$ cat config.mk
export PLATFORM = sky130hd
export DESIGN_NAME = dma_top
export DESIGN_NICKNAME = d
export VERILOG_FILES = /design/src/source/dma_pkg.sv /design/src/source/dma_fifo.sv /design/src/source/dma_master.sv /design/src/source/dma_regs.sv /design/src/source/dma_top.sv
export SDC_FILE = /design/constraint.sdc
export NUM_CORES = 1
export LEC_CHECK = 0
export BUFFER_PORTS_ARGS = -buffer_cell sky130_fd_sc_hd__buf_2
export CAP_MARGIN = 25
export CORE_MARGIN = 1
export CORE_UTILIZATION = 40
export DETAILED_ROUTE_END_ITERATION = 7
export GPL_TIMING_DRIVEN = 1
export PLACE_DENSITY_LB_ADDON = 0.05
export SLEW_MARGIN = 20
export SYNTH_ARGS = -nofsm -noshare
export SYNTH_HDL_FRONTEND = slang
export SYNTH_SLANG_ARGS = --single-unit
$ cat constraint.sdc
create_clock -name clk -period 15.1 [get_ports clk]
set_clock_uncertainty 0.05 [all_clocks]
set_input_delay 2.265 -clock clk [delete_from_list [all_inputs] [get_ports clk]]
set_output_delay 2.265 -clock clk [all_outputs]
set_load 0.02 [all_outputs]
$ cat src/source/dma_pkg.sv
package dma_pkg;

    // widths with a meaning of their own
    typedef logic [31:0] addr_t;
    typedef logic [31:0] data_t;
    typedef logic [31:0] qty_t;

    // AXI burst length, beats minus one
    typedef logic [7:0]  axi_len_t;

    typedef logic [1:0]  reg_addr_t;

    // burst limits for 32-bit INCR bursts
    localparam int MAX_BURST_BEATS = 256;
    localparam int BYTES_PER_BEAT  = 4;

    // register map
    localparam reg_addr_t REG_SRC  = 2'd0;
    localparam reg_addr_t REG_DST  = 2'd1;
    localparam reg_addr_t REG_QTY  = 2'd2;
    localparam reg_addr_t REG_CTRL = 2'd3;

    // burst sequencer states
    typedef enum logic [2:0] {
        IDLE,
        CHECK,
        ADDR_RD,
        ADDR_WR,
        DATA,
        RESP,
        FIN
    } dma_state_e;

endpackage

$ cat src/source/dma_fifo.sv
`timescale 1ns/1ps

module dma_fifo #(
    parameter int FIFO_DEPTH_LOG2 = 4
) (
    input  logic            clk,
    input  logic            rst,
    input  logic            clr_i,
    input  logic            wen_i,
    input  logic            ren_i,
    input  dma_pkg::data_t  data_i,
    output dma_pkg::data_t  data_o,
    output logic            empty_o,
    output logic            full_o
);
    import dma_pkg::*;

    localparam int DEPTH = 2 ** FIFO_DEPTH_LOG2;

    data_t mem [DEPTH];

    logic [FIFO_DEPTH_LOG2-1:0] wr_ptr_r;
    logic [FIFO_DEPTH_LOG2-1:0] rd_ptr_r;
    logic [FIFO_DEPTH_LOG2:0]   count_r;

    logic do_wr;
    logic do_rd;

    assign do_wr = wen_i && !full_o;
    assign do_rd = ren_i && !empty_o;

    // storage
    always_ff @(posedge clk) begin
        if (do_wr) begin
            mem[wr_ptr_r] <= data_i;
        end
    end

    // pointers and occupancy
    always_ff @(posedge clk or posedge rst) begin
        if (rst) begin
            wr_ptr_r <= '0;
            rd_ptr_r <= '0;
            count_r  <= '0;
        end else if (clr_i) begin
            wr_ptr_r <= '0;
            rd_ptr_r <= '0;
            count_r  <= '0;
        end else begin
            if (do_wr) begin
                wr_ptr_r <= wr_ptr_r + 1'b1;
            end
            if (do_rd) begin
                rd_ptr_r <= rd_ptr_r + 1'b1;
            end
            // simultaneous read and write keeps the count
            case ({do_wr, do_rd})
                2'b10:   count_r <= count_r + 1'b1;
                2'b01:   count_r <= count_r - 1'b1;
                default: ;
            endcase
        end
    end

    // head word falls through
    assign data_o  = mem[rd_ptr_r];
    assign empty_o = (count_r == '0);
    assign full_o  = (count_r == DEPTH[FIFO_DEPTH_LOG2:0]);

endmodule

$ cat src/source/dma_master.sv
`timescale 1ns/1ps

module dma_master #(
    parameter int FIFO_DEPTH_LOG2 = 4
) (
    input  logic                clk,
    input  logic                rst,
    input  logic                dma_en_i,
    input  dma_pkg::addr_t      src_addr_i,
    input  dma_pkg::addr_t      dst_addr_i,
    input  dma_pkg::qty_t       data_qty_i,
    output logic                dma_fin_o,
    // read address channel
    output dma_pkg::addr_t      araddr_o,
    output dma_pkg::axi_len_t   arlen_o,
    output logic                arvalid_o,
    input  logic                arready_i,
    // read data channel
    input  dma_pkg::data_t      rdata_i,
    input  logic                rvalid_i,
    input  logic                rlast_i,
    output logic                rready_o,
    // write address channel
    output dma_pkg::addr_t      awaddr_o,
    output dma_pkg::axi_len_t   awlen_o,
    output logic                awvalid_o,
    input  logic                awready_i,
    // write data channel
    output dma_pkg::data_t      wdata_o,
    output logic                wlast_o,
    output logic                wvalid_o,
    input  logic                wready_i,
    // write response channel
    input  logic                bvalid_i,
    output logic                bready_o
);
    import dma_pkg::*;

    dma_state_e state_r;
    dma_state_e state_nxt;

    qty_t     rem_qty_r;
    axi_len_t burst_len_r;
    axi_len_t beat_cnt_r;
    addr_t    src_addr_r;
    addr_t    dst_addr_r;
    logic     rd_done_r;

    // handshakes
    logic ar_hs;
    logic r_hs;
    logic aw_hs;
    logic w_hs;
    logic b_hs;

    qty_t  burst_beats;
    addr_t burst_bytes;
    qty_t  next_rem;

    data_t fifo_dout;
    logic  fifo_wen;
    logic  fifo_ren;
    logic  fifo_empty;
    logic  fifo_full;

    // smaller of the count and the burst limit, as beats minus one
    function automatic axi_len_t len_of(qty_t qty);
        if (qty > qty_t'(MAX_BURST_BEATS)) begin
            return axi_len_t'(MAX_BURST_BEATS - 1);
        end
        return axi_len_t'(qty - qty_t'(1));
    endfunction

    assign ar_hs = arvalid_o && arready_i;
    assign r_hs  = rvalid_i && rready_o;
    assign aw_hs = awvalid_o && awready_i;
    assign w_hs  = wvalid_o && wready_i;
    assign b_hs  = bvalid_i && bready_o;

    assign burst_beats = qty_t'(burst_len_r) + qty_t'(1);
    assign burst_bytes = addr_t'(burst_beats) * addr_t'(BYTES_PER_BEAT);
    assign next_rem    = rem_qty_r - burst_beats;

    always_ff @(posedge clk or posedge rst) begin
        if (rst) begin
            state_r <= IDLE;
        end else begin
            state_r <= state_nxt;
        end
    end

    always_comb begin
        state_nxt = state_r;
        case (state_r)
            IDLE:    if (dma_en_i) state_nxt = CHECK;
            CHECK:   state_nxt = (rem_qty_r != '0) ? ADDR_RD : FIN;
            ADDR_RD: if (ar_hs) state_nxt = ADDR_WR;
            ADDR_WR: if (aw_hs) state_nxt = DATA;
            DATA:    if (w_hs && wlast_o) state_nxt = RESP;
            RESP:    if (b_hs) state_nxt = (next_rem == '0) ? FIN : ADDR_RD;
            FIN:     state_nxt = IDLE;
            default: state_nxt = IDLE;
        endcase
    end

    // remaining count and burst length, updated per response
    always_ff @(posedge clk or posedge rst) begin
        if (rst) begin
            rem_qty_r   <= '0;
            burst_len_r <= '0;
        end else if (state_r == IDLE && dma_en_i) begin
            rem_qty_r <= data_qty_i;
        end else if (state_r == CHECK) begin
            burst_len_r <= len_of(rem_qty_r);
        end else if (b_hs) begin
            rem_qty_r   <= next_rem;
            burst_len_r <= len_of(next_rem);
        end
    end

    // INCR addresses step by the byte length of the finished burst
    always_ff @(posedge clk or posedge rst) begin
        if (rst) begin
            src_addr_r <= '0;
            dst_addr_r <= '0;
        end else if (state_r == IDLE && dma_en_i) begin
            src_addr_r <= src_addr_i;
            dst_addr_r <= dst_addr_i;
        end else if (b_hs) begin
            src_addr_r <= src_addr_r + burst_bytes;
            dst_addr_r <= dst_addr_r + burst_bytes;
        end
    end

    // write beat counter for wlast
    always_ff @(posedge clk or posedge rst) begin
        if (rst) begin
            beat_cnt_r <= '0;
        end else if (aw_hs) begin
            beat_cnt_r <= '0;
        end else if (w_hs) begin
            beat_cnt_r <= beat_cnt_r + axi_len_t'(1);
        end
    end

    // read burst finished, no more beats to accept
    always_ff @(posedge clk or posedge rst) begin
        if (rst) begin
            rd_done_r <= 1'b0;
        end else if (ar_hs) begin
            rd_done_r <= 1'b0;
        end else if (r_hs && rlast_i) begin
            rd_done_r <= 1'b1;
        end
    end

    assign arvalid_o = (state_r == ADDR_RD);
    assign awvalid_o = (state_r == ADDR_WR);
    assign bready_o  = (state_r == RESP);
    // fifo level drives both data channels
    assign rready_o  = (state_r == DATA) && !fifo_full && !rd_done_r;
    assign wvalid_o  = (state_r == DATA) && !fifo_empty;

    assign araddr_o = src_addr_r;
    assign arlen_o  = burst_len_r;
    assign awaddr_o = dst_addr_r;
    assign awlen_o  = burst_len_r;
    assign wdata_o  = fifo_dout;
    assign wlast_o  = (beat_cnt_r == burst_len_r);

    assign dma_fin_o = (state_r == FIN);

    assign fifo_wen = (state_r == DATA) && r_hs;
    assign fifo_ren = (state_r == DATA) && !fifo_empty && wready_i;

    dma_fifo #(
        .FIFO_DEPTH_LOG2 (FIFO_DEPTH_LOG2)
    ) i_dma_fifo (
        .clk     (clk),
        .rst     (rst),
        .clr_i   (dma_fin_o),
        .wen_i   (fifo_wen),
        .ren_i   (fifo_ren),
        .data_i  (rdata_i),
        .data_o  (fifo_dout),
        .empty_o (fifo_empty),
        .full_o  (fifo_full)
    );

endmodule

$ cat src/source/dma_regs.sv
`timescale 1ns/1ps

module dma_regs (
    input  logic                clk,
    input  logic                rst,
    input  logic                reg_we_i,
    input  dma_pkg::reg_addr_t  reg_addr_i,
    input  dma_pkg::data_t      reg_wdata_i,
    output dma_pkg::data_t      reg_rdata_o,
    input  logic                dma_fin_i,
    output logic                dma_en_o,
    output dma_pkg::addr_t      src_addr_o,
    output dma_pkg::addr_t      dst_addr_o,
    output dma_pkg::qty_t       data_qty_o,
    output logic                irq_o
);
    import dma_pkg::*;

    addr_t src_r;
    addr_t dst_r;
    qty_t  qty_r;
    logic  busy_r;
    logic  irq_r;
    logic  start_r;

    logic  ctrl_we;
    logic  start_req;
    logic  irq_clr;

    assign ctrl_we   = reg_we_i && (reg_addr_i == REG_CTRL);
    // start only counts when the engine is idle
    assign start_req = ctrl_we && reg_wdata_i[0] && !busy_r;
    assign irq_clr   = ctrl_we && reg_wdata_i[1];

    // programmable values, frozen during a copy
    always_ff @(posedge clk or posedge rst) begin
        if (rst) begin
            src_r <= '0;
            dst_r <= '0;
            qty_r <= '0;
        end else if (reg_we_i && !busy_r) begin
            case (reg_addr_i)
                REG_SRC: src_r <= reg_wdata_i;
                REG_DST: dst_r <= reg_wdata_i;
                REG_QTY: qty_r <= reg_wdata_i;
                default: ;
            endcase
        end
    end

    // one-cycle start pulse
    always_ff @(posedge clk or posedge rst) begin
        if (rst) begin
            start_r <= 1'b0;
        end else begin
            start_r <= start_req;
        end
    end

    // busy from start write until fin
    always_ff @(posedge clk or posedge rst) begin
        if (rst) begin
            busy_r <= 1'b0;
        end else if (start_req) begin
            busy_r <= 1'b1;
        end else if (dma_fin_i) begin
            busy_r <= 1'b0;
        end
    end

    // interrupt latch, fin wins over a clear in the same cycle
    always_ff @(posedge clk or posedge rst) begin
        if (rst) begin
            irq_r <= 1'b0;
        end else if (dma_fin_i) begin
            irq_r <= 1'b1;
        end else if (irq_clr) begin
            irq_r <= 1'b0;
        end
    end

    // readback mux
    always_comb begin
        case (reg_addr_i)
            REG_SRC: reg_rdata_o = src_r;
            REG_DST: reg_rdata_o = dst_r;
            REG_QTY: reg_rdata_o = qty_r;
            default: reg_rdata_o = {30'd0, irq_r, busy_r};
        endcase
    end

    assign dma_en_o   = start_r;
    assign src_addr_o = src_r;
    assign dst_addr_o = dst_r;
    assign data_qty_o = qty_r;
    assign irq_o      = irq_r;

endmodule

$ cat src/source/dma_top.sv
`timescale 1ns/1ps

module dma_top #(
    parameter int FIFO_DEPTH_LOG2 = 4
) (
    input  logic                clk,
    input  logic                rst,
    // register port
    input  logic                reg_we_i,
    input  dma_pkg::reg_addr_t  reg_addr_i,
    input  dma_pkg::data_t      reg_wdata_i,
    output dma_pkg::data_t      reg_rdata_o,
    output logic                irq_o,
    // AXI master port
    output dma_pkg::addr_t      araddr_o,
    output dma_pkg::axi_len_t   arlen_o,
    output logic                arvalid_o,
    input  logic                arready_i,
    input  dma_pkg::data_t      rdata_i,
    input  logic                rvalid_i,
    input  logic                rlast_i,
    output logic                rready_o,
    output dma_pkg::addr_t      awaddr_o,
    output dma_pkg::axi_len_t   awlen_o,
    output logic                awvalid_o,
    input  logic                awready_i,
    output dma_pkg::data_t      wdata_o,
    output logic                wlast_o,
    output logic                wvalid_o,
    input  logic                wready_i,
    input  logic                bvalid_i,
    output logic                bready_o
);
    import dma_pkg::*;

    logic  dma_en;
    logic  dma_fin;
    addr_t src_addr;
    addr_t dst_addr;
    qty_t  data_qty;

    dma_regs i_dma_regs (
        .clk         (clk),
        .rst         (rst),
        .reg_we_i    (reg_we_i),
        .reg_addr_i  (reg_addr_i),
        .reg_wdata_i (reg_wdata_i),
        .reg_rdata_o (reg_rdata_o),
        .dma_fin_i   (dma_fin),
        .dma_en_o    (dma_en),
        .src_addr_o  (src_addr),
        .dst_addr_o  (dst_addr),
        .data_qty_o  (data_qty),
        .irq_o       (irq_o)
    );

    dma_master #(
        .FIFO_DEPTH_LOG2 (FIFO_DEPTH_LOG2)
    ) i_dma_master (
        .clk        (clk),
        .rst        (rst),
        .dma_en_i   (dma_en),
        .src_addr_i (src_addr),
        .dst_addr_i (dst_addr),
        .data_qty_i (data_qty),
        .dma_fin_o  (dma_fin),
        .araddr_o   (araddr_o),
        .arlen_o    (arlen_o),
        .arvalid_o  (arvalid_o),
        .arready_i  (arready_i),
        .rdata_i    (rdata_i),
        .rvalid_i   (rvalid_i),
        .rlast_i    (rlast_i),
        .rready_o   (rready_o),
        .awaddr_o   (awaddr_o),
        .awlen_o    (awlen_o),
        .awvalid_o  (awvalid_o),
        .awready_i  (awready_i),
        .wdata_o    (wdata_o),
        .wlast_o    (wlast_o),
        .wvalid_o   (wvalid_o),
        .wready_i   (wready_i),
        .bvalid_i   (bvalid_i),
        .bready_o   (bready_o)
    );

endmodule

; Word level (Yosys, flattened, before mapping)
; Memory sizes are Yosys's and may differ from the RTL's.
; Index checks and enable logic that the tools add are counted.
[op_classes]
n_addsub = 11
order_cmp = 2
n_eq_ne = 19
mux = 45
bitwise = 1
reduce_logical = 43
[ops]
columns = cell, n
row1 = $mux 32, 7
row2 = $pmux 32 s3, 1
row3 = $add 32x32->32, 2
row4 = $gt 32x9->1 const B, 2
row5 = $mux 8, 8
row6 = $logic_not 32->1, 1
row7 = $reduce_bool 32->1, 1
row8 = $sub 32x9->32, 1
row9 = $mux 3, 7
row10 = $logic_and 1x1->1, 19
row11 = $pmux 3 s6, 1
row12 = $mux 4, 4
row13 = $reduce_bool 2->1, 8
row14 = $sub 8x1->8 const B, 2
row15 = $mux 1, 15
row16 = $pmux 5 s2, 1
row17 = $reduce_and 2->1, 5
row18 = $add 8x1->9 const B, 1
row19 = $eq 3x3->1 const B, 3
row20 = $add 4x1->4 const B, 2
row21 = $add 8x1->8 const B, 1
row22 = $eq 8x8->1, 1
row23 = $ne 2x2->1 const B, 4
row24 = $eq 2x2->1 const B, 3
row25 = other kinds (15), 21
[totals]
register_bits = 228
ram_bits = 512
elab_cells = 138
mem_count = 1
[mem_list]
columns = memory, depth, word_bits, rd, rd_clocked_by_memory_dff, write_ports, line
row1 = i_dma_master.i_dma_fifo.mem, 16, 32, 1, 0, 1, dma_fifo.sv:20  ; data_t mem [DEPTH];

; Longest topological paths before layout
[logic_depth]
depth_word = 10
mapped_depth = 15

; Cells and area by module
; A second synthesis with hierarchy kept.
[hier_totals]
hier_cells = 2108
area_unflattened_um2 = 32697.6
[by_module_without_submodules]
columns = mod, instances, cells_each, area_each_um2, seq_area_each_um2
row1 = dma_fifo, 1, 834, 20194.4, 15700.1
row2 = dma_master, 1, 985, 8085.3, 2902.8
row3 = dma_regs, 1, 289, 4418.0, 2477.4

; Worst setup path before layout
; OpenSTA, ideal clock, no wires.
[synth_timing]
path_type = input port to flip-flop
start = input rvalid_i
end = memory i_dma_master.i_dma_fifo.mem[3][0] in the netlist's numbering, enable pin
arrival_time_ns = 6.139
setup_slack_ns = 8.399
path_stages = 4
path_cell_list = and2_1 -> clkbuf_1 -> inv_1 -> nor4b_1
[synth_between]
elab_chain_cells = 5
[synth_lines]
columns = item, line
row1 = from (decl), dma_top.sv:20  ; input logic rvalid_i,
row2 = $logic_and 1x1->1, dma_master.sv:75  ; assign r_hs = rvalid_i && rready_o;
row3 = $logic_and 1x1->1, dma_master.sv:173  ; assign fifo_wen = (state_r == DATA) && r_hs;
row4 = $logic_and 1x1->1, dma_fifo.sv:29  ; assign do_wr = wen_i && !full_o;
row5 = $mux 1, dma_fifo.sv:34  ; if (do_wr) begin
row6 = $mux 1 (not written as such), dma_fifo.sv:35  ; mem[wr_ptr_r] <= data_i;
row7 = to (decl), dma_fifo.sv:20
; Every way passes these cells.

; Final worst setup path
[layout_timing]
start = register i_dma_master.i_dma_fifo.rd_ptr_r[0]
end = output wdata_o[21]
[layout_between]
elab_chain_cells = 1
[layout_lines]
columns = item, line
row1 = from (decl), dma_fifo.sv:23  ; logic [FIFO_DEPTH_LOG2-1:0] rd_ptr_r;
row2 = from (signal assigned), dma_fifo.sv:54  ; rd_ptr_r <= rd_ptr_r + 1'b1;
row3 = $mem_v2 16x32, n/a
row4 = to (decl), dma_top.sv:27  ; output dma_pkg::data_t wdata_o,
; Every way passes these cells.

==> impl_metrics.yaml <==
clocking:
  numCtsBuffers: 86
  clkTransAtPathRegs_ns: 0.06
  clkLatencyLatePin_ns: 0.63
  cts.sinks: 740
  tritoncts: "done"
  cts_buffer_depth: 3
  root_buffer: "clkbuf_16"
  hold_buffers: 0
  cts_setup_buffers: 0
  h-tree-depth: 3
  cts_resized: 0
cells_and_area:
  multiInputGateArea_um2: 11000
  final-seq-area_um2: 21100
  drive_above_1_share_pct: 23.7
  nNetsFinal: 2670
  syn_to_final_growth_pct: 15.9
  finish.utilization_pct: 47.0
  finalInstanceArea_um2: 37900
  fillCellCount: 7193
critical_path:
  cpPeakStageDelay_ns: 1.01
  crit_fanout: 54
  reg2reg_slack_ns: 10.16
  crit_path_top_delay_cell: "dfrtp_4"
  critPathLaunch: "i_dma_master.i_dma_fifo.rd_ptr_r[0]$_DFFE_PP0P_"
  end_kind: "output port"
  cp.arrival_ns: 4.59
  reg2reg_depth: 14
  r2r_start: "i_dma_master.arlen_o[0]$_DFFE_PP0P_"
  start_kind: "flop"
  timing.critical_path.mode_cell: "buf_4"
  reg2reg_to: "i_dma_master.arlen_o[3]$_DFFE_PP0P_"
  cp.required_ns: 12.79
  path_class: "flop to output port"
  path_cells: "buf_4 -> buf_4 -> mux2_2 -> o21ai_0 -> a21oi_1 -> a22oi_1 -> nand2_1 -> buf_2"
detailed_routing:
  drc_errors: 20
  viasPerCell: 5.62
  vias: 20700
  drt_iter0_drc: 1370
  dr.pass1.iters: 7
  ant_nets: 0
  drt-wirelength-per-cell_um: 24.6
  wirelength_um: 90400
placement:
  placed_area_um2: 35000
  dp_hpwl_um: 54600
  port_buffers: 225
  place.gp.congestion: 0.833
synthesis:
  async_flop_share_pct: 30.8
  ys_seq_elements: 740
  yosysSeqAreaShare_pct: 64.5
  yosysTopAreaCellShare_pct: 47.0
  syn_nets: 2452
  synth.largest_area_cell: "edfxtp_1"
  mappedNetlistArea_um2: 32700
  synth-edff-count: 512
  synth_cells: 2333
  synthTopCellsByArea: "edfxtp_1 47%, dfrtp_1 17%, mux4_2 4.5%"
  synthFlopType: "edfxtp_1"
  syn_area_per_cell_um2: 14.0
  synth.distinct_cells: 66
  yosys_warnings: 0
global_route:
  grt_pass1_vias: 20700
  gr-total-overflow: 0
  antenna_found_initial: 7
  grt_start_max_net_pins: 104
  grt_util_all_layers_pct: 21.9
  grt_pass1_wl_um: 136000
pwr:
  irDropWorstVdd_mv: 0.0869
  power_density_nw_per_um2: 163
  p_leak_uw: 0.0136
  total_power_uw: 6160
sta:
  max_slew_margin_pct: 35.0
  fin_hold_ws_ns: 0.431
  worst_pin_slew_ns: 0.975
  min_period_ns: 6.90
  fin_crit_sh_pct: 45.7
  rsz0062_at_grt: "false"
  hold_viol_final: 0
  clock.fmax_mhz: 145
  setup_viol: 0
  fin_setup_tns_ns: 0
  drv_slew: 0
die:
  core_um2: 80700
  die_w_um: 288
  floorplan.initialDensity_pct: 40.5
  dieArea_um2: 82900
  io_pins: 226
  die_h_um: 288
  fp-row-count: 104
worst_hold_path:
  hold_path_end: "i_dma_master.awaddr_o[1]$_DFFE_PP0P_"
  min_path_type: "flop to flop"
  whs_path_depth: 2
  hold_path_startpoint: "i_dma_master.awaddr_o[1]$_DFFE_PP0P_"
run_status:
  status: "finished, violations left"
  violations: "DRC"
flow_run:
  drv_cap: 0
-- synth_stat cells (25+ instances only) --
| master | n |
|---|---|
| edfxtp_1 | 512 |
| a22oi_1 | 54 |
| inv_1 | 37 |
| nand3_1 | 37 |
| mux2i_1 | 140 |
| ha_1 | 40 |
| mux4_2 | 66 |
| a21oi_1 | 79 |
| dfrtp_1 | 228 |
| nor2_1 | 88 |
| a221oi_1 | 35 |
| o311ai_0 | 25 |
| o21ai_0 | 151 |
| nand2_1 | 226 |
| xor2_1 | 38 |
| xnor2_1 | 51 |
| clkbuf_1 | 107 |
| mux2_2 | 119 |
-- cell usage in the layout, fill, tap and decap left out, types with 23 or more instances in the layout --
cell type,netlist,routed
a22oi_1,54,54
inv_1,37,36
nand4_1,23,23
ha_1,40,40
buf_4,9,44
a21oi_1,79,79
nor2_1,88,84
mux2i_1,140,140
edfxtp_1,512,512
mux2_2,119,119
dfrtp_1,228,225
xnor2_1,51,51
nand2_1,226,226
nand3_1,37,37
a221oi_1,35,35
mux4_2,66,66
xor2_1,38,38
o311ai_0,25,25
o21ai_0,151,151
buf_2,5,225
clkbuf_16,0,89
-- power by group --
part	switching [µW]	total, µW	internal (µW)
clock network	854	2080	1230
logic	724	1270	548
registers	360	2810	2450
total	1940	6160	4220
-- metal layers --
| layer | track usage [%] | routed length, µm |
|---|---|---|
| met3 | 3.70 | 4100 |
| met4 | 5.81 | 2060 |
| met5 | 0 | 64 |
| met1 | 32.1 | 42400 |
| met2 | 33.7 | 41800 |
-- worst max-delay path: cells and delay by family (launching register included) --
kind | cells | cell delay [ns]
multiplexers | 1 | 0.41
buffers and inverters | 3 | 1.89
AND/OR/NAND/NOR | 1 | 0.13
flip-flops | 1 | 1.01
AO/OA/AOI/OAI | 3 | 0.47
-- sequential cells by signal, summed over array words and instances (netlist names) --
signal and flops:
i_dma_master.arlen_o 8, i_dma_master.i_dma_fifo.wr_ptr_r 4, i_dma_regs.data_qty_o 32, i_dma_regs.dma_en_o 1
i_dma_regs.src_addr_o 32, i_dma_master.rem_qty_r 32, i_dma_master.i_dma_fifo.count_r 5, i_dma_master.rd_done_r 1
i_dma_master.i_dma_fifo.rd_ptr_r 4, i_dma_master.araddr_o 32, i_dma_regs.dst_addr_o 32, i_dma_master.beat_cnt_r 8
i_dma_master.i_dma_fifo.mem 512, i_dma_master.awaddr_o 32, i_dma_regs.irq_o 1, i_dma_regs.busy_r 1
i_dma_master.state_r 3
-- cell type report --
class / count / share of cell area (%)
Multi-Input combinational cell: 1416 / 29.0
Tap cell: 1060 / 3.50
Sequential cell: 740 / 55.7
Timing Repair Buffer: 270 / 3.90
Clock buffer: 115 / 6.32
Inverter: 37 / 0.386
Antenna cell: 1 / 0.00660
Clock inverter: 43 / 1.27
-- cells by family after synthesis --
family	count (synthesis)	synth area share (%)
flip-flops	740	64.5
AND/OR/NAND/NOR	511	7.38
AO/OA/AOI/OAI	447	8.81
multiplexers	325	12.9
buffers and inverters	177	2.22
XOR/XNOR	89	2.38
adder cells (fa/ha/maj)	44	1.78
-- worst max path at each step --
stage | to | slack (ns) | depth (start not counted)
final | wdata_o[21] | 8.20 | 8
after global routing | wdata_o[21] | 7.76 | 8
after CTS | wdata_o[21] | 8.02 | 8
after detailed placement | reg_rdata_o[26] | 8.61 | 5
after global placement | reg_rdata_o[26] | 8.73 | 5
after floorplan | i_dma_master.araddr_o[0]$_DFFE_PP0P_ | 6.54 | 1
-- per-stage QoR --
stage | setup WS (ns) | instances
2_1_floorplan | 6.54 | 2333
3_3_place_gp | 8.73 | 3522
3_5_place_dp | 8.61 | 3522
6_report | 8.20 | 3682
4_1_cts | 8.02 | 3680
5_1_grt | 7.76 | 3682
Note: power is estimated with default switching activity, not from simulation.
